[config.mk]
export PLATFORM = sky130hd
export DESIGN_NAME = fpu_mul_unpack
export DESIGN_NICKNAME = d
export VERILOG_FILES = /design/src/include/fpu_cfg.svh /design/src/source/fpu_pkg.sv /design/src/source/fpu_mul_unpack.sv
export SDC_FILE = /design/constraint.sdc
export NUM_CORES = 1
export LEC_CHECK = 0
export BUFFER_PORTS_ARGS = -buffer_cell sky130_fd_sc_hd__buf_2
export CAP_MARGIN = 30
export CORE_AREA = 3 3 157 159
export CTS_BUF_LIST = sky130_fd_sc_hd__clkbuf_4
export DETAILED_ROUTE_END_ITERATION = 10
export DIE_AREA = 0 0 160 162
export PLACE_DENSITY = 0.52
export SYNTH_ARGS = -nofsm -noshare
export SYNTH_HDL_FRONTEND = slang
export SYNTH_SLANG_ARGS = --single-unit
[constraint.sdc]
create_clock -name clk -period 1.37 [get_ports clk]
set_input_delay 0 -clock clk [delete_from_list [all_inputs] [get_ports clk]]
set_output_delay 0 -clock clk [all_outputs]
set_load 0.005 [all_outputs]
[src/include/fpu_cfg.svh]
`ifndef FPU_CFG_SVH
`define FPU_CFG_SVH

// APB register map
`define FPU_REG_OPA_LO 8'h00
`define FPU_REG_OPA_HI 8'h04
`define FPU_REG_OPB_LO 8'h08
`define FPU_REG_OPB_HI 8'h0C
`define FPU_REG_CTRL   8'h10   // rmode in [1:0], write launches
`define FPU_REG_RES_LO 8'h14
`define FPU_REG_RES_HI 8'h18
`define FPU_REG_FLAGS  8'h1C   // flags in [4:0], not empty in [8], read pops

`define FPU_FIFO_DEPTH 4
`define FPU_PIPE_DEPTH 5

`endif
[src/source/fpu_pkg.sv]
package fpu_pkg;

	typedef logic [63:0] fp64_t;
	typedef logic signed [12:0] exp_t;   // biased, with headroom both ways
	typedef logic [52:0] mant_t;         // hidden bit included
	typedef logic [105:0] prod_t;
	typedef logic [1:0] rmode_t;         // 0 nearest even, 1 zero, 2 +inf, 3 -inf

	typedef struct packed {
		logic is_zero;
		logic is_inf;
		logic is_qnan;
		logic is_snan;
	} class_t;

	typedef struct packed {
		logic invalid;
		logic overflow;
		logic underflow;
		logic inexact;
		logic exception;
	} flags_t;

	typedef struct packed {
		logic   valid;
		fp64_t  opa;
		fp64_t  opb;
		rmode_t rmode;
	} op_req_t;

	// ********************
	// stage outputs

	typedef struct packed {
		logic       valid;
		rmode_t     rmode;
		fp64_t      opa;
		fp64_t      opb;
		logic [1:0] sign;   // {sign a, sign b}
		exp_t       exp_a;
		exp_t       exp_b;
		mant_t      mant_a;
		mant_t      mant_b;
		class_t     class_a;
		class_t     class_b;
	} unpacked_t;

	typedef struct packed {
		logic   valid;
		rmode_t rmode;
		logic   sign;
		exp_t   exp;
		prod_t  prod;
		fp64_t  opa;
		fp64_t  opb;
		class_t class_a;
		class_t class_b;
	} product_t;

	typedef struct packed {
		logic       valid;
		rmode_t     rmode;
		fp64_t      value;
		exp_t       exp_in;
		logic [1:0] lost;   // guard, sticky
		fp64_t      opa;
		fp64_t      opb;
		class_t     class_a;
		class_t     class_b;
	} rounded_t;

	typedef struct packed {
		logic   valid;
		fp64_t  value;
		flags_t flags;
	} result_t;

endpackage

[src/source/fpu_mul_unpack.sv]
`timescale 1ns/100ps

module fpu_mul_unpack (
	input  logic                clk,
	input  logic                rst,
	input  fpu_pkg::op_req_t    req,
	output fpu_pkg::unpacked_t  unp
);
	import fpu_pkg::*;

	unpacked_t nxt;
	logic [10:0] ea, eb;
	logic [51:0] fa, fb;
	logic a_max, b_max;

	assign ea = req.opa[62:52];
	assign eb = req.opb[62:52];
	assign fa = req.opa[51:0];
	assign fb = req.opb[51:0];
	assign a_max = (ea == 11'h7ff);
	assign b_max = (eb == 11'h7ff);

	always_comb begin
		nxt.valid = req.valid;
		nxt.rmode = req.rmode;
		nxt.opa   = req.opa;   // kept for nan payloads
		nxt.opb   = req.opb;
		nxt.sign  = {req.opa[63], req.opb[63]};
		nxt.exp_a = exp_t'({2'b00, ea});
		nxt.exp_b = exp_t'({2'b00, eb});

		// zero exponent flushes subnormals
		nxt.mant_a = (ea == '0) ? '0 : {1'b1, fa};
		nxt.mant_b = (eb == '0) ? '0 : {1'b1, fb};

		nxt.class_a.is_zero = (ea == '0);
		nxt.class_a.is_inf  = a_max & (fa == '0);
		nxt.class_a.is_qnan = a_max & fa[51];
		nxt.class_a.is_snan = a_max & (fa != '0) & ~fa[51];

		nxt.class_b.is_zero = (eb == '0);
		nxt.class_b.is_inf  = b_max & (fb == '0);
		nxt.class_b.is_qnan = b_max & fb[51];
		nxt.class_b.is_snan = b_max & (fb != '0) & ~fb[51];
	end

	always_ff @(posedge clk) begin
		unp <= nxt;
		if (rst)
			unp.valid <= 1'b0;
	end

endmodule

==> flow_metrics.py, run 1 <==
metrics = {
    "cells_and_area": {
        "regMostFlops": "unp",
        "fillers": 2147,
        "largest_reg_flops": 245,
        "reg_top3": "unp (245)",
        "layout-drive-gt1-share_pct": 44.8,
        "area_growth_pct": 84.6,
        "nNetsFinal": 1237,
        "stdcell_area_mm2": 0.0114,
    },
    "timing": {
        "rsz0062_at_grt": "no",
        "slew_headroom_pct": 65.2,
        "fmaxAchievable_mhz": 793,
        "period_needed_ps": 1260,
        "period_share_pct": 92.0,
        "worstMarginPinSlew_ps": 518,
        "drv_slew": 0,
        "hold_viol_final": 0,
        "fin_ws_ps": 109,
        "setup_viol": 0,
    },
    "pwr": {
        "p_per_area_mw_per_mm2": 1340,
        "leakage_nw": 5.38,
        "ir_drop_mv": 0.786,
    },
    "route": {
        "viasPerCell": 4.01,
        "wire_per_inst_um": 16.3,
        "drc": 0,
        "ant_nets": 0,
        "dr.pass1.iters": 4,
        "vias": 5879,
        "wl_um": 23900,
        "dr.first_iter.drc_count": 209,
    },
    "floorplan": {
        "core_mm2": 0.0234,
        "dieArea_mm2": 0.0259,
        "start_util_pct": 26.4,
        "chipHeight_um": 162,
        "dieWidth_um": 160,
        "io_pins": 406,
        "row_count": 56,
    },
    "run": {
        "maxCapViolCount": 0,
    },
    "run_status": {
        "status": "finished clean",
    },
    "global_route": {
        "grt_pass1_vias": 6393,
        "grt_start_max_net_pins": 55,
        "antenna_found_initial": 1,
        "grt_overflow": 0,
        "grt_pass1_wl_um": 35300,
        "grtUsageTotal_pct": 17.5,
    },
    "yosys": {
        "ys_types": 15,
        "yosysTopAreaCellShare_pct": 79.4,
        "syn_inst": 449,
        "yosys.area.top_type": "dfxtp_1",
        "syn-cell-area_mm2": 0.00617,
        "yosysWarnings": 0,
        "synth_area_leaders": "dfxtp_1 79%, and2_1 11%, buf_4 3.4%",
        "syn_avg_cell_area_um2": 13.7,
        "ys_seq_area_share_pct": 79.4,
        "synth-seq-cells": 245,
    },
    "placement": {
        "port_buffers": 401,
        "place_hpwl_um": 15400,
        "gp_congestion": 0.838,
        "place_area_mm2": 0.00841,
        "post-place-ws_ps": -102,
    },
    "worst_setup_path": {
        "worst_path_most_repeated_cell": "nor4_2",
        "worst_path_max_delay_cell": "dlygate4sd3_1",
        "crit_fanout": 3,
        "critPathKind": "in -> reg",
        "cp-end-kind": "flop",
        "start_kind": "input pin",
        "cp.required_ps": 1920,
        "worstPathArrival_ps": 1810,
        "path_cells": "dlygate4sd3_1 -> buf_2 -> nor4_2 -> nand4_1 -> nor4_2 -> and2_1",
        "crit_path_max_incr_delay_ps": 550,
    },
    "clock_tree": {
        "path_clk_slew_ps": 60,
        "cts_tree": "built",
        "cts_htree_levels": 3,
        "cts.sinks": 245,
        "cts_setup_buffers": 0,
        "cts_max_path_buffers": 3,
        "cts_buffers": 67,
        "root_buffer": "clkbuf_4",
    },
    "worst_hold_path": {
        "hold_path_class": "in -> reg",
    },
}
-- synth_stat cells, drive strengths merged --
master  count
and2      108
buf        30
clkbuf      8
conb        1
dfxtp     245
inv         2
nand2       2
nand3       6
nand4       8
nor2b       1
nor3        4
nor3b       2
nor4       32
-- path summary, 6_finish.rpt --
kind	cells after the start	slack, ps	startpoint	end
min	2	60	req[94]	unp[234]$_DFF_P_
max	6	110	req[84]	unp[6]$_DFF_P_
-- power by group --
part / leakage (nW) / internal (W) / total [W] / switching [W]
Sequential: 2.06 / 0.00749 / 0.00759 / 0.0000932
Clock: 0.473 / 0.00329 / 0.00618 / 0.00289
Combinational: 2.84 / 0.000885 / 0.00147 / 0.000589
Total: 5.38 / 0.0117 / 0.0152 / 0.00357
-- cells by family after synthesis --
logic type             count (synthesis)  share of synthesized area [%]
other                                  1                         0.0607
DFF                                  245                           79.4
buffers and inverters                 40                           4.18
and+or+nand+nor                      163                           16.3
-- through the flow --
stage          cells  power (W)  utilization (%)  hold WS [ps]  TNS, ps
4_1_cts         1463     0.0154             48.5         0.195        0
5_1_grt         1466     0.0161             48.7        -0.163        0
6_report        1466     0.0152             48.7          61.8        0
3_3_place_gp    1140    0.00870             35.9           105     -220
2_1_floorplan    452    0.00799                -          27.7        0
3_5_place_dp    1140    0.00870             35.9           105     -218
-- per-layer routing --
metal	up-vias	global-route usage [%]	wire length (µm)
met2	266	31.7	12700
met3	64	5.89	1470
met1	2761	17.9	8800
met4	0	9.35	877
met5	-	0	0
li1	2788	-	-
-- final cells by class --
cell class / count / area [µm²] / area share, %
sequential: 245 / 4900 / 43.0
timing repair buffer: 621 / 4220 / 37.0
multi-input combinational: 167 / 1060 / 9.30
clock buffer: 92 / 691 / 6.06
tap: 319 / 399 / 3.50
clock inverter: 18 / 108 / 0.944
inverter: 2 / 7.51 / 0.0659
antenna: 2 / 5.00 / 0.0439
-- worst max-delay path, delay by kind of cell --
kind                   cells  cell delay (ps)
buffers and inverters      2              700
and+or+nand+nor            4             1100
-- placed cells by master, fill, tap and decap left out --
master	Yosys	final
buf_2	2	401
dfxtp_1	245	245
dlygate4sd3_1	0	214
and2_1	106	106
clkbuf_4	0	92
nor4_1	32	26
clkinv_1	0	12
nand4_1	8	8
nand3_1	6	6
nor4_2	0	6
nor3_1	4	4
conb_1	1	4
buf_4	28	4
diode_2	0	2
inv_1	2	2
and2_2	2	2
nand2_1	2	2
nor3b_1	2	2
clkinv_4	0	2
inv_2	0	2
buf_12	0	2
nor2b_1	1	1
bufinv_16	0	1
clkinvlp_4	0	1
-- what timing repair did --
item,CTS,global route
gates resized for setup,0,6
hold buffers,213,1
endpoints found under the hold margin,245,1
setup endpoints to repair,0,4
(Power assumes the default switching activity.)
==> run 2: changes to the inputs <==
- RECOVER_POWER: not set -> 100
- SETUP_SLACK_MARGIN: not set -> 0.4
==> flow_metrics.py, run 2 (synthesized netlist as in run 1, its figures left out) <==
metrics = {
    "floorplan": {
        "chipHeight_um": 162,
        "core_mm2": 0.0234,
        "dieArea_mm2": 0.0259,
        "start_util_pct": 26.4,
        "dieWidth_um": 160,
        "row_count": 56,
        "io_pins": 406,
    },
    "worst_setup_path": {
        "cp.required_ps": 1920,
        "crit_fanout": 3,
        "worstPathArrival_ps": 1810,
        "start_kind": "input pin",
        "critPathKind": "in -> reg",
        "crit_path_start": "req[67]",
        "cp-end-kind": "flop",
    },
    "global_route": {
        "grtUsageTotal_pct": 16.6,
        "grt_pass1_wl_um": 33300,
        "grt_overflow": 0,
        "antenna_found_initial": 2,
        "grt_start_max_net_pins": 55,
        "grt_pass1_vias": 5893,
    },
    "route": {
        "viasPerCell": 4.09,
        "dr.pass1.iters": 4,
        "dr.first_iter.drc_count": 235,
        "vias": 5942,
        "ant_nets": 0,
        "wl_um": 25900,
        "wire_per_inst_um": 17.8,
        "drc": 0,
    },
    "clock_tree": {
        "cts_buffers": 67,
        "root_buffer": "clkbuf_4",
        "cts.sinks": 245,
        "cts_max_path_buffers": 3,
        "path_clk_slew_ps": 60,
        "cts_tree": "built",
        "cts_htree_levels": 3,
    },
    "placement": {
        "port_buffers": 401,
        "gp_congestion": 0.838,
        "place_area_mm2": 0.00841,
        "place_hpwl_um": 15400,
    },
    "timing": {
        "holdWs_ps": -474,
        "hold_viol_final": 10,
        "setup_viol": 0,
        "worstMarginPinSlew_ps": 516,
        "period_share_pct": 92.3,
        "period_needed_ps": 1260,
        "fmaxAchievable_mhz": 791,
        "rsz0062_at_grt": "yes",
        "slew_headroom_pct": 65.3,
        "drv_slew": 0,
    },
    "cells_and_area": {
        "fillers": 2201,
        "area_growth_pct": 90.0,
        "largest_reg_flops": 245,
        "nNetsFinal": 1225,
        "layout-drive-gt1-share_pct": 29.9,
        "reg_top3": "unp (245)",
        "final_cell_mix": "245 x dfxtp_1, 211 x clkbuf_1, 178 x dlygate4sd3_1",
        "stdcell_area_mm2": 0.0117,
        "layout_commonest_cell": "dfxtp_1",
        "regMostFlops": "unp",
        "final_core_util_pct": 50.1,
    },
    "worst_hold_path": {
        "min_from": "req[105]",
        "hold_path_class": "in -> reg",
        "hold_depth": 1,
    },
    "run_status": {
        "status": "finished, violations left",
        "violations": "negative hold slack",
    },
    "run": {
        "maxCapViolCount": 0,
    },
    "pwr": {
        "finalPower_w": 0.0154,
        "ir_drop_mv": 0.754,
        "leakage_nw": 5.01,
        "p_per_area_mw_per_mm2": 1310,
    },
}
run 2: final timing paths:
kind	end	slack, ps
max	unp[6]$_DFF_P_	110
min	unp[245]$_DFF_P_	-470
run 2: report_power, final:
part / switching (W) / internal [W] / total (W)
logic: 0.000655 / 0.000900 / 0.00155
clock network: 0.00292 / 0.00329 / 0.00621
registers: 0.000131 / 0.00750 / 0.00763
run 2: final cells by class:
cell class	instances	area, µm²	share of cell area, %
Tap cell	319	399	3.40
Timing Repair Buffer	609	4260	36.3
Antenna cell	2	5.00	0.0427
Sequential cell	245	4900	41.8
Inverter	2	7.51	0.0640
Clock buffer	92	691	5.89
Multi-Input combinational cell	167	1360	11.6
Clock inverter	18	108	0.917
run 2: per-stage QoR:
stage                     TNS (ps)  setup WS [ps]  cells
after floorplan                  0            458    452
after global placement        -220           -117   1140
after detailed placement      -218           -102   1140
after CTS                        0            206   1410
after global routing             0            102   1454
final                            0            106   1454
run 2: metal layers:
| layer | vias up | GRT usage (%) | part of all wire [%] |
|---|---|---|---|
| met5 | - | 0 | 0 |
| met4 | 0 | 7.85 | 3.1 |
| met1 | 2853 | 17.2 | 38 |
| li1 | 2765 | - | - |
| met3 | 61 | 5.74 | 5.8 |
| met2 | 263 | 30.0 | 53 |
run 2: timing repair:
item,in CTS,in global routing
hold endpoints to repair,245,138
hold buffers,160,75
buffers inserted,0,2
setup endpoints to repair,269,379
cloned,0,11
resized for setup,47,216
pin swaps,0,38
run 2: worst max-delay path: stages:
cell	delay (ps)
buf_2	90
dlygate4sd3_1	590
nor4_1	380
nand4_1	180
nor4_1	380
and2_1	190
