--- config.mk ---
export PLATFORM = sky130hd
export DESIGN_NAME = fpu_exceptions
export DESIGN_NICKNAME = d
export VERILOG_FILES = /design/src/include/fpu_cfg.svh /design/src/source/fpu_pkg.sv /design/src/source/fpu_exceptions.sv
export SDC_FILE = /design/constraint.sdc
export NUM_CORES = 1
export LEC_CHECK = 0
export BUFFER_PORTS_ARGS = -buffer_cell sky130_fd_sc_hd__buf_2
export CAP_MARGIN = 20
export CORE_ASPECT_RATIO = 0.75
export CORE_MARGIN = 2
export CORE_UTILIZATION = 40
export DETAILED_ROUTE_END_ITERATION = 8
export PLACE_DENSITY = 0.8
export SYNTH_ARGS = -nofsm -noshare
export SYNTH_HDL_FRONTEND = slang
export SYNTH_SLANG_ARGS = --single-unit
--- constraint.sdc ---
create_clock -name clk -period 1.74 [get_ports clk]
set_input_delay 0.261 -clock clk [delete_from_list [all_inputs] [get_ports clk]]
set_output_delay 0.261 -clock clk [all_outputs]
set_load 0.02 [all_outputs]
--- src/include/fpu_cfg.svh ---
`ifndef FPU_CFG_SVH
`define FPU_CFG_SVH

// APB register map
`define FPU_REG_OPA_LO 8'h00
`define FPU_REG_OPA_HI 8'h04
`define FPU_REG_OPB_LO 8'h08
`define FPU_REG_OPB_HI 8'h0C
`define FPU_REG_CTRL   8'h10   // rmode in [1:0], write launches
`define FPU_REG_RES_LO 8'h14
`define FPU_REG_RES_HI 8'h18
`define FPU_REG_FLAGS  8'h1C   // flags in [4:0], not empty in [8], read pops

`define FPU_FIFO_DEPTH 4
`define FPU_PIPE_DEPTH 5

`endif
--- src/source/fpu_pkg.sv ---
package fpu_pkg;

	typedef logic [63:0] fp64_t;
	typedef logic signed [12:0] exp_t;   // biased, with headroom both ways
	typedef logic [52:0] mant_t;         // hidden bit included
	typedef logic [105:0] prod_t;
	typedef logic [1:0] rmode_t;         // 0 nearest even, 1 zero, 2 +inf, 3 -inf

	typedef struct packed {
		logic is_zero;
		logic is_inf;
		logic is_qnan;
		logic is_snan;
	} class_t;

	typedef struct packed {
		logic invalid;
		logic overflow;
		logic underflow;
		logic inexact;
		logic exception;
	} flags_t;

	typedef struct packed {
		logic   valid;
		fp64_t  opa;
		fp64_t  opb;
		rmode_t rmode;
	} op_req_t;

	// ********************
	// stage outputs

	typedef struct packed {
		logic       valid;
		rmode_t     rmode;
		fp64_t      opa;
		fp64_t      opb;
		logic [1:0] sign;   // {sign a, sign b}
		exp_t       exp_a;
		exp_t       exp_b;
		mant_t      mant_a;
		mant_t      mant_b;
		class_t     class_a;
		class_t     class_b;
	} unpacked_t;

	typedef struct packed {
		logic   valid;
		rmode_t rmode;
		logic   sign;
		exp_t   exp;
		prod_t  prod;
		fp64_t  opa;
		fp64_t  opb;
		class_t class_a;
		class_t class_b;
	} product_t;

	typedef struct packed {
		logic       valid;
		rmode_t     rmode;
		fp64_t      value;
		exp_t       exp_in;
		logic [1:0] lost;   // guard, sticky
		fp64_t      opa;
		fp64_t      opb;
		class_t     class_a;
		class_t     class_b;
	} rounded_t;

	typedef struct packed {
		logic   valid;
		fp64_t  value;
		flags_t flags;
	} result_t;

endpackage

--- src/source/fpu_exceptions.sv ---
`timescale 1ns/100ps

module fpu_exceptions (
	input  logic               clk,
	input  logic               rst,
	input  fpu_pkg::rounded_t  rnd,
	output fpu_pkg::result_t   res
);
	import fpu_pkg::*;

	class_t ca, cb;
	logic   nan_a, nan_b, special;

	// first level
	logic   v1;
	rmode_t rmode1;
	fp64_t  value1, opa1, opb1;
	logic   nan_in1, snan_in1, a_nan1, mul_0_by_inf1;
	logic   inf_out1, range_ovf1, zero_out1, uf1, lost1;

	// second level
	result_t nxt;
	logic    sign, round_down, nan_out;

	assign ca      = rnd.class_a;
	assign cb      = rnd.class_b;
	assign nan_a   = ca.is_qnan | ca.is_snan;
	assign nan_b   = cb.is_qnan | cb.is_snan;
	assign special = nan_a | nan_b | ca.is_inf | cb.is_inf | ca.is_zero | cb.is_zero;

	// ********************
	// triggers

	always_ff @(posedge clk) begin
		v1            <= rnd.valid;
		rmode1        <= rnd.rmode;
		value1        <= rnd.value;
		opa1          <= rnd.opa;
		opb1          <= rnd.opb;
		nan_in1       <= nan_a | nan_b;
		snan_in1      <= ca.is_snan | cb.is_snan;
		a_nan1        <= nan_a;
		mul_0_by_inf1 <= (ca.is_zero & cb.is_inf) | (ca.is_inf & cb.is_zero);
		inf_out1      <= (ca.is_inf & ~cb.is_zero & ~nan_b) |
		                 (cb.is_inf & ~ca.is_zero & ~nan_a) |
		                 ((rnd.exp_in > 13'sd2046) & ~special);
		range_ovf1    <= (rnd.exp_in > 13'sd2046) & ~special;
		zero_out1     <= ca.is_zero | cb.is_zero | (rnd.exp_in < 13'sd1);
		uf1           <= (rnd.exp_in < 13'sd1) & ~special;
		lost1         <= |rnd.lost;
		if (rst)
			v1 <= 1'b0;
	end

	// ********************
	// value select and flags

	assign sign       = value1[63];
	assign nan_out    = nan_in1 | mul_0_by_inf1;
	assign round_down = (rmode1 == 2'd1) | ((rmode1 == 2'd2) & sign) |
	                    ((rmode1 == 2'd3) & ~sign);

	always_comb begin
		nxt.valid = v1;
		if (nan_out) begin
			if (mul_0_by_inf1)
				nxt.value = {sign, 11'h7ff, 1'b1, 51'b0};   // default qnan
			else if (a_nan1)
				nxt.value = {opa1[63], 11'h7ff, 1'b1, opa1[50:0]};
			else
				nxt.value = {opb1[63], 11'h7ff, 1'b1, opb1[50:0]};
		end else if (inf_out1) begin
			if (range_ovf1 & round_down)
				nxt.value = {sign, 11'h7fe, {52{1'b1}}};   // largest finite
			else
				nxt.value = {sign, 11'h7ff, 52'b0};
		end else if (zero_out1) begin
			nxt.value = {sign, 63'b0};
		end else begin
			nxt.value = value1;
		end

		nxt.flags.invalid   = snan_in1 | mul_0_by_inf1;
		nxt.flags.overflow  = range_ovf1 & ~nan_in1;
		nxt.flags.underflow = uf1;
		nxt.flags.inexact   = (lost1 | range_ovf1 | uf1) & ~nan_in1;
		nxt.flags.exception = nxt.flags.invalid | nxt.flags.overflow |
		                      nxt.flags.underflow | nxt.flags.inexact;
	end

	always_ff @(posedge clk) begin
		res <= nxt;
		if (rst)
			res.valid <= 1'b0;
	end

endmodule

==> results of run 1 <==
layout make-up:
type                    instances  share of cell area [%]
repair buffers                453                    29.9
flip-flops and latches        250                    46.4
diodes                          5                   0.116
clock buffers                  31                    6.08
inverters                      11                   0.383
multi-input cells             159                    13.8
clock inverters                 9                   0.916
well taps                     210                    2.44
synthesized netlist by cell type, types with 2 or more instances:
| library cell | n |
|---|---|
| buf_6 | 5 |
| nand2_1 | 4 |
| nand4_1 | 2 |
| clkbuf_1 | 17 |
| inv_1 | 11 |
| dfxtp_1 | 250 |
| a221o_1 | 51 |
| nor4_1 | 5 |
| nor2b_1 | 4 |
| or4b_1 | 2 |
| mux2_2 | 51 |
| a21oi_1 | 3 |
| nor2_1 | 5 |
| buf_2 | 3 |
| o21ai_1 | 10 |
| nor3_1 | 3 |
| or2_2 | 3 |
metrics by stage:
stage	area [µm²]	hold WS (ns)	utilization (%)	power, mW	setup WS [ns]
floorplan	6650	0.289	-	6.69	0.173
global placement	8230	0.363	50.9	7.09	0.269
finish	10800	0.0207	66.7	12.3	0.0795
global route	10800	0.00947	66.7	12.8	0.0710
detailed placement	8230	0.365	50.9	7.12	0.195
CTS	10800	0.000454	66.6	12.3	0.158
what timing repair did:
item	CTS	global route
hold buffers	178	1
setup endpoints to repair	0	0
hold endpoints to repair	176	1
state kept, by name, summed over array words and instances (netlist names):
signal	flops
lost1	1
opb1	52
snan_in1	1
mul_0_by_inf1	1
inf_out1	1
zero_out1	1
rmode1	2
opa1	52
nan_in1	1
v1	1
uf1	1
res	70
range_ovf1	1
a_nan1	1
value1	64
routing by layer:
| metal | wire length, µm | vias up | part of all wire, % | track usage, % |
|---|---|---|---|---|
| met5 | 0 | - | 0 | 0 |
| met1 | 7300 | 2525 | 37 | 22.9 |
| met3 | 1270 | 59 | 6.5 | 4.97 |
| li1 | - | 2500 | - | - |
| met2 | 10300 | 239 | 53 | 40.7 |
| met4 | 635 | 0 | 3.2 | 8.09 |
final timing paths:
check | slack [ns] | to | cells after the start | start
worst max-delay path | 0.08 | nan_in1 | 5 | rnd[5]
worst min-delay path | 0.02 | a_nan1 | 2 | rnd[4]
worst max register to register | 0.16 | res[40] | 4 | rmode1[1]
worst min register to register | 0.38 | res[2] | 0 | uf1
cell families after synthesis:
| group | after synthesis | synth area share [%] |
|---|---|---|
| DFF | 250 | 75.2 |
| buffers and inverters | 36 | 2.65 |
| AOI/OAI and AO/OA | 71 | 9.86 |
| and+or+nand+nor | 36 | 3.46 |
| muxes | 52 | 8.78 |
power by group:
group / switching (mW) / internal, mW
combinational: 0.499 / 0.691
clock: 2.05 / 2.93
sequential: 0.106 / 6.06
total: 2.65 / 9.68
critical path: cells and delay by family:
family	cells	cell delay, ns
buf+inv	4	1.35
simple gates	1	0.45
==> results by group, run 1 <==
Synthesis
  • Number of enable-type register cells in the synthesized netlist: 0
  • Synthesized netlist cell count: 445
  • Top cell type's share of synthesized area: 75.2%
  • Synthesis-stage register bit count: 250
  • Post-synthesis net count: 665
  • Share of async-settable or async-resettable flops after synthesis: 0%
  • Most area-hungry cell type in the Yosys netlist: dfxtp_1
  • Mean Syn Cell Area: 14.9 µm²
  • Syn Std Cell Area: 6650 µm²
  • Most frequently used flop master after synthesis: dfxtp_1
  • Synth unique cells: 33
  • Ys Warns: 0
  • Sequential area share after synthesis: 75.2%
  • Largest cells by area after synthesis: dfxtp_1 75%, mux2_2 8.6%, a221o_1 7.7%

Critical path
  • Required time at the worst-slack endpoint: 2.13 ns
  • Biggest cell delay along the critical path: 0.63 ns
  • Sort of element at the start of the critical path: input pin
  • Endpoint type of the worst setup path: flop
  • Cell with the biggest individual delay on the critical path: dlygate4sd3_1
  • Series of cell instances along the critical path: dlygate4sd3_1, buf_2, nor4_1, dlygate4sd3_1, inv_1
  • Category of the critical setup timing path: input pin to flop
  • Cell mode on critical path: dlygate4sd3_1
  • Worst-path maximum fanout: 3
  • Critical Path AT: 2.05 ns

Status
  • Result of the run: finished clean

STA
  • RSZ-0062 raised after global routing: false
  • Slew at the pin closest to its max-slew limit: 0.472 ns
  • Final period utilization: 95.4%
  • Slew HR: 68.3%
  • Final Hold Viols: 0
  • Max-slew violation count: 0
  • Final min period: 1.66 ns
  • Highest clock frequency the design can meet: 602 MHz
  • Skew final: 0.0100 ns
  • Number of setup violations in the final report: 0
  • Sum of negative setup slack: 0 ns

Clocking
  • Latest clock arrival within the worst-skew pair: 0.50 ns
  • TritonCTS clock tree: yes
  • Root Driver: clkbuf_16
  • Clock sink count: 250
  • Clock-pin transition on the worst setup and hold timing paths: 0.06 ns
  • H-tree lvl count: 1
  • Buffers from clock root to sink, at most: 3
  • Post-CTS resize count: 0
  • Number of CTS-inserted buffers: 22
  • Number of setup buffers added after CTS: 0

Die
  • Effective utilization at floorplan: 41.1%
  • IO Pins: 290
  • Floorplan die width: 153 µm
  • Die area: 17700 µm²
  • Core outline area: 16200 µm²
  • Floorplan die height: 116 µm
  • Rows: 40

Routing
  • Iteration-0 DRC Markers: 236
  • Detailed Routing Iterations Pass 1: 7
  • Detailed Route WL: 19500 µm
  • ANT nets after route: 0
  • Remaining DRCs: 0
  • Vias per cell: 4.72
  • Via count: 5323
  • Detail-routed net length per standard cell: 17.3 µm

Power and ir drop
  • Max rail drop VDD: 0.000632 V
  • P_leak: 4.92 nW
  • Power density cells: 1140 nW/µm²

Cells and area
  • Combined area of the multi-input logic cells: 1490 µm²
  • Commonest cells after routing, fill and taps aside: 265 x buf_2, 249 x dfxtp_1, 179 x dlygate4sd3_1
  • Most common library cell in the layout ignoring fill and taps: buf_2
  • Number of non-filler instances in the completed layout: 1128
  • Fraction of layout instances using a drive strength above 1: 40.5%
  • P&R area growth vs syn: 62.2%
  • Layout fillers: 1073
  • FF/Latch Area: 5010 µm²
  • Post-layout net count: 1117

GRT
  • GR Overflow Total: 0
  • Wire length of the first global-routing pass: 29700 µm
  • Via count of the first global-routing pass: 5770
  • Antenna violations before repair: 2
  • Combined global-route utilization of all metal layers: 21.2%
  • Pin count of the biggest net entering global routing: 54

Flow run
  • Max-cap viol count: 0

Placement
  • Number of port buffers: 265
  • Hpwl dp: 10200 µm
  • Routability cong.: 0.738
  • Placed Cells incl. Taps: 904

Min path
  • Hold/Removal Path Class: input pin to flop
Note: power is estimated with default switching activity, not from simulation.
==> run 2: changes to the inputs <==
--- a/config.mk
+++ b/config.mk
@@ -5,13 +5,14 @@
 export SDC_FILE = /design/constraint.sdc
 export NUM_CORES = 1
 export LEC_CHECK = 0
-export BUFFER_PORTS_ARGS = -buffer_cell sky130_fd_sc_hd__buf_2
 export CAP_MARGIN = 20
 export CORE_ASPECT_RATIO = 0.75
 export CORE_MARGIN = 2
 export CORE_UTILIZATION = 40
+export CTS_CLUSTER_SIZE = 25
 export DETAILED_ROUTE_END_ITERATION = 8
-export PLACE_DENSITY = 0.8
+export DONT_BUFFER_PORTS = 1
+export PLACE_DENSITY = 0.65
 export SYNTH_ARGS = -nofsm -noshare
 export SYNTH_HDL_FRONTEND = slang
 export SYNTH_SLANG_ARGS = --single-unit
==> results by group, run 2 <==
Status
  • Result of the run: aborted with a tool error
  • Terminating stage of the flow: clock tree synthesis (4_1_cts)
  • Stop Error: [ERROR RSZ-0060] Max buffer count reached.

Clocking
  • Root Driver: clkbuf_16
  • Post-CTS resize count: 0 (unchanged)
  • H-tree lvl count: 1 (unchanged)
  • Clock sink count: 250 (unchanged)
  • Number of CTS-inserted buffers: 23 (+4.5%)
  • Buffers from clock root to sink, at most: 3 (unchanged)
  • Number of setup buffers added after CTS: 0 (unchanged)
  • Number of hold buffers added after CTS: 137 (-23%)

Synthesis
  • Ys Warns: 0 (unchanged)
  • Synth unique cells: 33 (unchanged)
  • Most used standard cells in the synthesized netlist: 250 x dfxtp_1, 51 x a221o_1, 51 x mux2_2
  • Number of enable-type register cells in the synthesized netlist: 0 (unchanged)
  • Share of async-settable or async-resettable flops after synthesis: 0% (unchanged)
  • Sequential area share after synthesis: 75.2% (unchanged)
  • Top cell type's share of synthesized area: 75.2% (unchanged)
  • Mean Syn Cell Area: 14.9 µm² (unchanged)
  • Most instantiated library cell after synthesis: dfxtp_1
  • Largest cells by area after synthesis: dfxtp_1 75%, mux2_2 8.6%, a221o_1 7.7%
  • Synthesized netlist cell count: 445 (unchanged)
  • Most area-hungry cell type in the Yosys netlist: dfxtp_1
  • Post-synthesis net count: 665 (unchanged)
  • Most frequently used flop master after synthesis: dfxtp_1
  • Syn Std Cell Area: 6650 µm² (unchanged)
  • Synthesis-stage register bit count: 250 (unchanged)

Die
  • Floorplan die height: 116 µm (unchanged)
  • Floorplan die width: 153 µm (unchanged)
  • Rows: 40 (unchanged)
  • IO Pins: 290 (unchanged)
  • Effective utilization at floorplan: 41.1% (unchanged)

Placement
  • Hpwl dp: 9670 µm (-5.5%)
  • Routability cong.: 0.742 (+0.47%)
  • Number of port buffers: 0 (-100%)
## run 2: kinds of logic after synthesis
logic type             after synthesis  synth area share [%]
AO/OA/AOI/OAI                       71                  9.86
buffers and inverters               36                  2.65
flip-flops                         250                  75.2
multiplexers                        52                  8.78
AND/OR/NAND/NOR                     36                  3.46
## run 2: metrics by stage
stage          std cells  utilization (%)  hold slack (ns)  cell area (µm²)  setup slack [ns]
2_1_floorplan        445                -            0.289             6650             0.173
3_3_place_gp         640             42.9            0.289             6930             0.224
3_5_place_dp         640             42.9            0.289             6930             0.194
==> run 3: changes to the inputs <==
--- a/config.mk
+++ b/config.mk
@@ -6,13 +6,11 @@
 export NUM_CORES = 1
 export LEC_CHECK = 0
 export CAP_MARGIN = 20
-export CORE_ASPECT_RATIO = 0.75
 export CORE_MARGIN = 2
-export CORE_UTILIZATION = 40
-export CTS_CLUSTER_SIZE = 25
+export CORE_UTILIZATION = 25
 export DETAILED_ROUTE_END_ITERATION = 8
 export DONT_BUFFER_PORTS = 1
-export PLACE_DENSITY = 0.65
+export PLACE_DENSITY_LB_ADDON = 0.15
 export SYNTH_ARGS = -nofsm -noshare
 export SYNTH_HDL_FRONTEND = slang
 export SYNTH_SLANG_ARGS = --single-unit
==> results by group, run 3 <==
Synthesis
  • Synth unique cells: 33 (unchanged)
  • Ys Warns: 0 (unchanged)
  • Synthesis-stage register bit count: 250 (unchanged)
  • Most frequently used flop master after synthesis: dfxtp_1
  • Most instantiated library cell after synthesis: dfxtp_1
  • Largest cells by area after synthesis: dfxtp_1 75%, mux2_2 8.6%, a221o_1 7.7%
  • Most used standard cells in the synthesized netlist: 250 x dfxtp_1, 51 x a221o_1, 51 x mux2_2
  • Mean Syn Cell Area: 14.9 µm² (unchanged)
  • Top cell type's share of synthesized area: 75.2% (unchanged)
  • Synthesized netlist cell count: 445 (unchanged)
  • Syn Std Cell Area: 6650 µm² (unchanged)
  • Share of async-settable or async-resettable flops after synthesis: 0% (unchanged)
  • Number of enable-type register cells in the synthesized netlist: 0 (unchanged)
  • Post-synthesis net count: 665 (unchanged)
  • Sequential area share after synthesis: 75.2% (unchanged)
  • Most area-hungry cell type in the Yosys netlist: dfxtp_1

Clocking
  • Number of CTS-inserted buffers: 26 (+13%)
  • Buffers from clock root to sink, at most: 3 (unchanged)
  • Root Driver: clkbuf_16
  • Number of hold buffers added after CTS: 163 (+19%)
  • Number of setup buffers added after CTS: 0 (unchanged)
  • Clock sink count: 250 (unchanged)
  • H-tree lvl count: 1 (unchanged)
  • Post-CTS resize count: 0 (unchanged)

Status
  • Terminating stage of the flow: clock tree synthesis (4_1_cts)
  • Stop Error: [ERROR RSZ-0060] Max buffer count reached.
  • Result of the run: aborted with a tool error

Die
  • Effective utilization at floorplan: 25.5% (-16 points)
  • Floorplan die width: 167 µm (+9.3%)
  • Rows: 59 (+48%)
  • Floorplan die height: 167 µm (+44%)
  • IO Pins: 290 (unchanged)

Placement
  • Routability cong.: 0.717 (-3.3%)
  • Worst slack at placement: 0.138 ns (-0.0564 ns)
  • Hpwl dp: 10600 µm (+9.7%)
  • Number of port buffers: 0 (unchanged)
[run 3: through the flow]
stage                     cell area (µm²)  cells
after floorplan                      6650    445
after global placement               7100    765
after detailed placement             7100    765
[run 3: logic make-up after synthesis]
kind of cell           after synthesis  share of synthesized area, %
AOI/OAI and AO/OA                   71                          9.86
buffers and inverters               36                          2.65
DFF                                250                          75.2
muxes                               52                          8.78
and+or+nand+nor                     36                          3.46
