## src/include/fpu_cfg.svh

```systemverilog
`ifndef FPU_CFG_SVH
`define FPU_CFG_SVH

// APB register map
`define FPU_REG_OPA_LO 8'h00
`define FPU_REG_OPA_HI 8'h04
`define FPU_REG_OPB_LO 8'h08
`define FPU_REG_OPB_HI 8'h0C
`define FPU_REG_CTRL   8'h10   // rmode in [1:0], write launches
`define FPU_REG_RES_LO 8'h14
`define FPU_REG_RES_HI 8'h18
`define FPU_REG_FLAGS  8'h1C   // flags in [4:0], not empty in [8], read pops

`define FPU_FIFO_DEPTH 4
`define FPU_PIPE_DEPTH 5

`endif
```

## src/source/fpu_pkg.sv

```systemverilog
package fpu_pkg;

	typedef logic [63:0] fp64_t;
	typedef logic signed [12:0] exp_t;   // biased, with headroom both ways
	typedef logic [52:0] mant_t;         // hidden bit included
	typedef logic [105:0] prod_t;
	typedef logic [1:0] rmode_t;         // 0 nearest even, 1 zero, 2 +inf, 3 -inf

	typedef struct packed {
		logic is_zero;
		logic is_inf;
		logic is_qnan;
		logic is_snan;
	} class_t;

	typedef struct packed {
		logic invalid;
		logic overflow;
		logic underflow;
		logic inexact;
		logic exception;
	} flags_t;

	typedef struct packed {
		logic   valid;
		fp64_t  opa;
		fp64_t  opb;
		rmode_t rmode;
	} op_req_t;

	// ********************
	// stage outputs

	typedef struct packed {
		logic       valid;
		rmode_t     rmode;
		fp64_t      opa;
		fp64_t      opb;
		logic [1:0] sign;   // {sign a, sign b}
		exp_t       exp_a;
		exp_t       exp_b;
		mant_t      mant_a;
		mant_t      mant_b;
		class_t     class_a;
		class_t     class_b;
	} unpacked_t;

	typedef struct packed {
		logic   valid;
		rmode_t rmode;
		logic   sign;
		exp_t   exp;
		prod_t  prod;
		fp64_t  opa;
		fp64_t  opb;
		class_t class_a;
		class_t class_b;
	} product_t;

	typedef struct packed {
		logic       valid;
		rmode_t     rmode;
		fp64_t      value;
		exp_t       exp_in;
		logic [1:0] lost;   // guard, sticky
		fp64_t      opa;
		fp64_t      opb;
		class_t     class_a;
		class_t     class_b;
	} rounded_t;

	typedef struct packed {
		logic   valid;
		fp64_t  value;
		flags_t flags;
	} result_t;

endpackage

```

## src/source/fpu_round.sv

```systemverilog
`timescale 1ns/100ps

module fpu_round (
	input  logic               clk,
	input  logic               rst,
	input  fpu_pkg::product_t  prd,
	output fpu_pkg::rounded_t  rnd
);
	import fpu_pkg::*;

	rounded_t nxt;
	logic [51:0] frac;
	logic [51:0] frac_r;
	logic        guard;
	logic        sticky;
	logic        up;
	logic [53:0] mant_r;
	exp_t        exp_n;
	exp_t        exp_r;

	// ********************
	// normalize

	always_comb begin
		if (prd.prod[105]) begin
			frac   = prd.prod[104:53];
			guard  = prd.prod[52];
			sticky = |prd.prod[51:0];
			exp_n  = prd.exp + 13'sd1;
		end else begin
			frac   = prd.prod[103:52];
			guard  = prd.prod[51];
			sticky = |prd.prod[50:0];
			exp_n  = prd.exp;
		end
	end

	// ********************
	// round by mode

	always_comb begin
		case (prd.rmode)
			2'd0:    up = guard & (sticky | frac[0]);   // ties to even
			2'd1:    up = 1'b0;
			2'd2:    up = ~prd.sign & (guard | sticky);
			default: up = prd.sign & (guard | sticky);
		endcase

		mant_r = {2'b01, frac} + 54'(up);
		if (mant_r[53]) begin   // carried into a new leading bit
			frac_r = mant_r[52:1];
			exp_r  = exp_n + 13'sd1;
		end else begin
			frac_r = mant_r[51:0];
			exp_r  = exp_n;
		end
	end

	always_comb begin
		nxt.valid   = prd.valid;
		nxt.rmode   = prd.rmode;
		nxt.value   = {prd.sign, exp_r[10:0], frac_r};   // only meaningful in range
		nxt.exp_in  = exp_r;
		nxt.lost    = {guard, sticky};
		nxt.opa     = prd.opa;
		nxt.opb     = prd.opb;
		nxt.class_a = prd.class_a;
		nxt.class_b = prd.class_b;
	end

	always_ff @(posedge clk) begin
		rnd <= nxt;
		if (rst)
			rnd.valid <= 1'b0;
	end

endmodule

```

## config.mk

```make
export PLATFORM = sky130hd
export DESIGN_NAME = fpu_round
export DESIGN_NICKNAME = d
export VERILOG_FILES = /design/src/include/fpu_cfg.svh /design/src/source/fpu_pkg.sv /design/src/source/fpu_round.sv
export SDC_FILE = /design/constraint.sdc
export NUM_CORES = 1
export LEC_CHECK = 0
export ABC_AREA = 1
export BUFFER_PORTS_ARGS = -buffer_cell sky130_fd_sc_hd__buf_2
export CAP_MARGIN = 15
export CORE_AREA = 2 2 188 190
export CTS_CLUSTER_DIAMETER = 150
export DETAILED_ROUTE_END_ITERATION = 16
export DIE_AREA = 0 0 190 192
export PLACE_DENSITY = 0.55
export SLEW_MARGIN = 20
export SYNTH_ARGS = -nofsm -noshare
export SYNTH_HDL_FRONTEND = slang
export SYNTH_SLANG_ARGS = --single-unit
```

## constraint.sdc

```tcl
create_clock -name clk -period 2.9 [get_ports clk]
set_clock_uncertainty 0.2 [all_clocks]
set_input_delay 0.435 -clock clk [delete_from_list [all_inputs] [get_ports clk]]
set_output_delay 0.435 -clock clk [all_outputs]
set_load 0.02 [all_outputs]
```

==> reports/qor.txt, run 1 <==
post-synthesis average cell area = 8.04 sq um
worst ir drop on vdd = 0.387 mV
hold violation total from the final report = 0
Regs by FF count = rnd (207)
vias in the first global route = 9078
Buf+Inv Stages, Crit Path = 5
register cell area after layout = 0.00414 sq mm
slew at the pin with the worst max-slew slack = 0.617 ns
final weighted congestion in routability-driven placement = 0.872
antenna violations before repair = 9
Commonest cells post-synth = sky130_fd_sc_hd__nand2_1 (334), sky130_fd_sc_hd__dfxtp_1 (207), sky130_fd_sc_hd__nor2_1 (108)
power per cell area = 553 mW/mm^2
CTS tree = yes
Startpoint Class = input pin
DRC violation count after routing = 0
area of the placeable core = 0.0343 sq mm
initial core utilization = 0.227
floorplan row count = 68
largest fanout on the critical path = 5
depth of the CTS H-tree = 1
critical path's top delay family = buffers and inverters
number of CTS-inserted buffers = 25
Placed Cells = 1992
Max Slew Vio Count = 0
cell type of the slowest stage on the worst timing path = sky130_fd_sc_hd__dlygate4sd3_1
multi-input gate area in the final layout = 0.00317 sq mm
type of the tightest min-delay check = input pin to flop
count of cell types in the netlist = 34
critical path cell sequence = dlygate4sd3_1 -> buf_2 -> o21bai_1 -> a21oi_1 -> nand2_1 -> inv_1 -> ha_1 -> ha_1 -> nand2_1 -> nor2_4 -> buf_4 -> inv_1 -> nor2_1 -> nand4_1 -> a21oi_1
Most flops, register = rnd
final std cells w/o fill = 2183
type of the setup path with the least slack = input pin to flop
Leakage Power = 6.85 nW
worst slew margin relative to its limit = 0.589
share of Yosys cell area claimed by the top area cell type = 0.533
post-CTS clock slew at the launch and capture registers of the worst setup and hold paths = 0.06 ns
DIE HEIGHT = 192 um
Maximum Capacitance Violations = 0
violation count after the first detailed-routing iteration = 335
status = complete, no violations
IO Pins = 479
Port Buffers = 478
total wire length after detailed routing = 36.0 mm
flip-flop cell with the highest count after synthesis = sky130_fd_sc_hd__dfxtp_1
TritonRoute pass-1 iters = 5
layout cell share with drive strength beyond 1 = 0.407
fillers = 3505
setup ws final = 0.214 ns
Largest register FFs = 207
number of synthesized flops with an enable pin = 0
worst path arrival time = 2.94 ns
Cell Area, Synth = 0.00778 sq mm
sequential share of the synthesized area = 0.533
period utilization = 0.926
placed wire-length estimate = 28.7 mm
largest area contributor in the netlist = sky130_fd_sc_hd__dfxtp_1
Mapped Cells = 967
overall power of the completed layout = 7.58 mW
maximum number of pins on one net before global-route repair = 60
synthesis-to-finish area growth = 76.3%
required time worst endpoint = 3.15 ns
buffer type at the clock tree root = sky130_fd_sc_hd__clkbuf_16
wire length per cell after detailed routing = 16.5 um
largest incremental delay on the critical path = 0.52 ns
final net count = 1971
minimum clock period after layout = 2.69 ns
total nets after synthesis = 1233
synthesized flop and latch total = 207
total number of vias = 8957
die area = 0.0365 sq mm
critical path endpoint category = flop
# clock sinks = 207
Remaining Overflow, GRT = 0
global-route wire length before repair = 51.9 mm
count of final setup violators = 0
width of the die = 190 um
aggregate global-route resource usage = 0.188
vias per inst = 4.10
Clock Path Buffers = 3
most common cell in the netlist = sky130_fd_sc_hd__nand2_1
setup bufs post-CTS = 0
top cells by area, synth = sky130_fd_sc_hd__dfxtp_1 (53%), sky130_fd_sc_hd__nand2_1 (16%), sky130_fd_sc_hd__nor2_1 (5.2%), sky130_fd_sc_hd__inv_1 (2.8%), sky130_fd_sc_hd__nand3_1 (2.8%)
number of warning messages in the yosys log = 0
Worst Setup Slack post-DPL = -0.243 ns
number of antenna-violating nets in the routed design = 0
ys async rst share = 0
Total Negative Setup Slacks = 0 ns
highest attainable clock frequency = 0.372 GHz
-- final cells by class --
type,instances,area share
timing repair buffer,740,0.346
sequential,207,0.302
multi-input combinational,666,0.231
clock buffer,29,0.0475
tap,455,0.0415
inverter,65,0.0178
clock inverter,16,0.0131
antenna,5,0.000913
-- path summary, 6_finish.rpt --
path                  cells past startpoint       end  startpoint
worst max-delay path                     15  rnd[195]    prd[256]
worst min-delay path                      5  rnd[136]    prd[178]
-- cells by family after synthesis --
group | after synthesis | synth area share
xor gates and xnor gates | 37 | 0.0426
DFF | 207 | 0.533
and+or+nand+nor | 581 | 0.323
adders and majority gates | 5 | 0.00805
buffers and inverters | 94 | 0.0626
AOI/OAI and AO/OA | 43 | 0.0309
-- power breakdown --
group / switching (mW) / total [mW] / internal (mW)
clock: 1.29 / 3.18 / 1.89
combinational: 0.748 / 1.32 / 0.572
sequential: 0.0542 / 3.08 / 3.02
-- repair_timing --
action | 4_1_cts | 5_1_grt
resized for setup | 0 | 8
setup endpoints to repair | 0 | 17
hold buffers | 141 | 0
endpoints found under the hold margin | 140 | 0
-- cells in the final DEF (no fill, tap or decap), types with 5 or more instances in the layout --
master	synthesis	routed
sky130_fd_sc_hd__xor2_1	19	19
sky130_fd_sc_hd__nor3_1	8	8
sky130_fd_sc_hd__dfxtp_1	207	207
sky130_fd_sc_hd__nand2_1	334	332
sky130_fd_sc_hd__nand2_2	14	16
sky130_fd_sc_hd__ha_1	5	5
sky130_fd_sc_hd__o21ai_1	12	12
sky130_fd_sc_hd__nor2_2	15	17
sky130_fd_sc_hd__clkbuf_16	0	25
sky130_fd_sc_hd__nand3_1	44	44
sky130_fd_sc_hd__inv_1	59	59
sky130_fd_sc_hd__a21oi_1	10	10
sky130_fd_sc_hd__nor2_4	6	8
sky130_fd_sc_hd__nor4_1	14	14
sky130_fd_sc_hd__inv_2	6	6
sky130_fd_sc_hd__nor2_1	108	104
sky130_fd_sc_hd__nand4_1	26	26
sky130_fd_sc_hd__buf_2	7	478
sky130_fd_sc_hd__dlygate4sd3_1	0	141
sky130_fd_sc_hd__o21ai_0	13	13
sky130_fd_sc_hd__or2_2	5	5
sky130_fd_sc_hd__clkinv_2	0	8
sky130_fd_sc_hd__xnor2_1	17	17
sky130_fd_sc_hd__diode_2	0	5
sky130_fd_sc_hd__buf_4	14	119
-- stage by stage --
step                utilization  hold slack (ns)  cell area [sq um]
floorplan                     -            0.263               7780
global placement          0.333            0.337              11400
detailed placement        0.333            0.339              11400
CTS                       0.399           0.0284              13700
global route              0.400           0.0592              13700
finish                    0.400           0.0539              13700
-- routing by layer --
metal	GRT usage	part of all wire	vias to the layer above
met5	0	0.0012	-
met4	0.0868	0.045	8
met3	0.0404	0.065	73
met2	0.343	0.49	345
met1	0.209	0.40	4006
li1	-	-	4525
No activity file was read; power rests on OpenSTA's default activity.
==> run 2, diff against run 1 <==
--- a/config.mk
+++ b/config.mk
@@ -6,7 +6,7 @@
 export NUM_CORES = 1
 export LEC_CHECK = 0
 export ABC_AREA = 1
-export BUFFER_PORTS_ARGS = -buffer_cell sky130_fd_sc_hd__buf_2
+export BUFFER_PORTS_ARGS = -buffer_cell sky130_fd_sc_hd__buf_4
 export CAP_MARGIN = 15
 export CORE_AREA = 2 2 188 190
 export CTS_CLUSTER_DIAMETER = 150
==> reports/qor.txt, run 2 (synthesized netlist as in run 1, its figures left out) <==
number of CTS-inserted buffers = 25 (unchanged)
worst ir drop on vdd = 0.465 mV (was 0.387 mV)
most common library cell in the layout ignoring fill and taps = sky130_fd_sc_hd__buf_4 (was sky130_fd_sc_hd__buf_2)
critical path cell sequence = dlygate4sd3_1 -> buf_4 -> o21ai_0 -> nand3_1 -> nand2_1 -> inv_1 -> ha_1 -> ha_1 -> nand2_1 -> nor2_4 -> or2_2 -> o21a_1 -> buf_4 -> nor2_1 -> a21oi_2 (was dlygate4sd3_1 -> buf_2 -> o21bai_1 -> a21oi_1 -> nand2_1 -> inv_1 -> ha_1 -> ha_1 -> nand2_1 -> nor2_4 -> buf_4 -> inv_1 -> nor2_1 -> nand4_1 -> a21oi_1)
multi-input gate area in the final layout = 0.00318 sq mm (was 0.00317 sq mm)
Remaining Overflow, GRT = 0 (unchanged)
Most flops, register = rnd (unchanged)
sequential cell fraction of total power = 0.391 (was 0.406)
switching share of power = 0.270 (was 0.276)
antenna violations before repair = 0 (was 9)
Total Negative Setup Slacks = 0 ns (unchanged)
Maximum Capacitance Violations = 0 (unchanged)
CTS tree = yes (unchanged)
Clock Path Buffers = 3 (unchanged)
largest incremental delay on the critical path = 0.54 ns (was 0.52 ns)
Buf+Inv Stages, Crit Path = 4 (was 5)
count of final setup violators = 0 (unchanged)
power per cell area = 526 mW/mm^2 (was 553 mW/mm^2)
Placed Cells = 2004 (was 1992)
buffer type at the clock tree root = sky130_fd_sc_hd__clkbuf_16 (unchanged)
slew at the pin with the worst max-slew slack = 0.541 ns (was 0.617 ns)
DRC violation count after routing = 0 (unchanged)
hold depth = 5 (unchanged)
layout cell share with drive strength beyond 1 = 0.412 (was 0.407)
Leakage Power = 7.34 nW (was 6.85 nW)
final weighted congestion in routability-driven placement = 0.876 (was 0.872)
vias in the first global route = 9265 (was 9078)
critical path's top delay family = buffers and inverters (unchanged)
cell type of the slowest stage on the worst timing path = sky130_fd_sc_hd__dlygate4sd3_1 (unchanged)
final net count = 1984 (was 1971)
DIE HEIGHT = 192 um (unchanged)
required time worst endpoint = 3.12 ns (was 3.15 ns)
maximum number of pins on one net before global-route repair = 51 (was 60)
placed cell areas = 0.0127 sq mm (was 0.0114 sq mm)
vias per inst = 4.10 (about the same)
global-route wire length before repair = 54.3 mm (was 51.9 mm)
synthesis-to-finish area growth = 93.3% (was 76.3%)
final instance area = 0.0150 sq mm (was 0.0137 sq mm)
violation count after the first detailed-routing iteration = 349 (was 335)
total number of vias = 8978 (was 8957)
internal power = 5.77 mW (was 5.49 mW)
total wire length after detailed routing = 37.2 mm (was 36.0 mm)
worst path arrival time = 2.94 ns (about the same)
fillers = 3367 (was 3505)
Worst Setup Slack post-DPL = -0.265 ns (was -0.243 ns)
wire length per cell after detailed routing = 17.0 um (was 16.5 um)
initial core utilization = 0.227 (unchanged)
aggregate global-route resource usage = 0.197 (was 0.188)
width of the die = 190 um (unchanged)
highest attainable clock frequency = 0.368 GHz (was 0.372 GHz)
Largest register FFs = 207 (unchanged)
register cell area after layout = 0.00414 sq mm (unchanged)
worst slew margin relative to its limit = 0.639 (was 0.589)
final std cells w/o fill = 2189 (was 2183)
setup ws final = 0.181 ns (was 0.214 ns)
depth of the CTS H-tree = 1 (unchanged)
Port Buffers = 478 (unchanged)
commonest non-fill, non-tap cells in the layout = sky130_fd_sc_hd__buf_4 (609), sky130_fd_sc_hd__nand2_1 (332), sky130_fd_sc_hd__dfxtp_1 (207) (was sky130_fd_sc_hd__buf_2 (478), sky130_fd_sc_hd__nand2_1 (332), sky130_fd_sc_hd__dfxtp_1 (207))
type of the setup path with the least slack = input pin to flop (unchanged)
number of antenna-violating nets in the routed design = 0 (unchanged)
setup repair after global routing missed its margin = no
Max Slew Vio Count = 0 (unchanged)
TritonRoute pass-1 iters = 5 (unchanged)
clock network fraction of total power = 0.415 (was 0.420)
area of the placeable core = 0.0343 sq mm (unchanged)
floorplan row count = 68 (unchanged)
die area = 0.0365 sq mm (unchanged)
largest fanout on the critical path = 5 (unchanged)
combinational group share of total power = 0.194 (was 0.174)
post-CTS clock slew at the launch and capture registers of the worst setup and hold paths = 0.06 ns (about the same)
period utilization = 0.938 (was 0.926)
status = complete, no violations (unchanged)
hold violation total from the final report = 0 (unchanged)
Regs by FF count = rnd (207) (unchanged)
# clock sinks = 207 (unchanged)
IO Pins = 479 (unchanged)
type of the tightest min-delay check = input pin to flop (unchanged)
final design utilization = 0.438 (was 0.400)
minimum clock period after layout = 2.72 ns (was 2.69 ns)
critical path endpoint category = flop (unchanged)
number of antenna diodes = 0 (was 5)
Hold EP = rnd[136] (unchanged)
switching power total = 2.14 mW (was 2.09 mW)
placed wire-length estimate = 29.3 mm (was 28.7 mm)
Worst Min Path Start = prd[178] (unchanged)
Startpoint Class = input pin (unchanged)
-- run 2: worst min-delay path, cell delays in order --
cell and delay, ns:
sky130_fd_sc_hd__buf_4 0.08, sky130_fd_sc_hd__nor4_1 0.04, sky130_fd_sc_hd__nand4_1 0.06, sky130_fd_sc_hd__nor2_1 0.07
sky130_fd_sc_hd__nand2_1 0.06
-- run 2: how the worst max path moves through the flow --
| stage | from | endpoint | slack, ns | cells after the start |
|---|---|---|---|---|
| finish | prd[257] | rnd[202] | 0.18 | 15 |
| global route | prd[256] | rnd[142] | 0.008 | 15 |
| CTS | prd[256] | rnd[195] | 0.09 | 16 |
| detailed placement | prd[140] | rnd[202] | -0.26 | 16 |
| global placement | prd[140] | rnd[156] | -0.19 | 16 |
| floorplan | prd[241] | rnd[189] | 0.08 | 17 |
-- run 2: layout make-up --
cell class / instances / share of cell area
multi-input cells: 666 / 0.212
clock buffers: 31 / 0.0458
inverters: 65 / 0.0162
clock inverters: 12 / 0.0111
flip-flops and latches: 207 / 0.276
well taps: 455 / 0.0379
repair buffers: 753 / 0.401
-- run 2: per-stage QoR --
stage	power [mW]	hold slack [ns]
after floorplan	3.70	0.263
after global placement	4.52	0.339
after detailed placement	4.53	0.341
after CTS	8.04	0.0232
after global routing	8.27	0.0506
final	7.91	0.0589
-- run 2: metal layers --
layer	part of all wire	vias to the layer above	global-route usage
li1	-	4536	-
met1	0.38	4025	0.220
met2	0.51	364	0.366
met3	0.072	53	0.0435
met4	0.033	0	0.0725
met5	0	-	0
-- run 2: power by group through the flow --
stage	Sequential [mW]	Combinational, mW	Clock [mW]
6_report	3.09	1.54	3.28
5_1_grt	3.11	1.65	3.51
4_1_cts	3.09	1.54	3.40
3_5_place_dp	3.15	1.38	0
3_3_place_gp	3.15	1.37	0
2_1_floorplan	3.36	0.335	0
-- run 2: what timing repair did --
item,in CTS,in global routing
resized for setup,0,11
endpoints found under the hold margin,141,0
endpoints found under the setup margin,0,34
buffers inserted,0,0
hold buffers,142,0
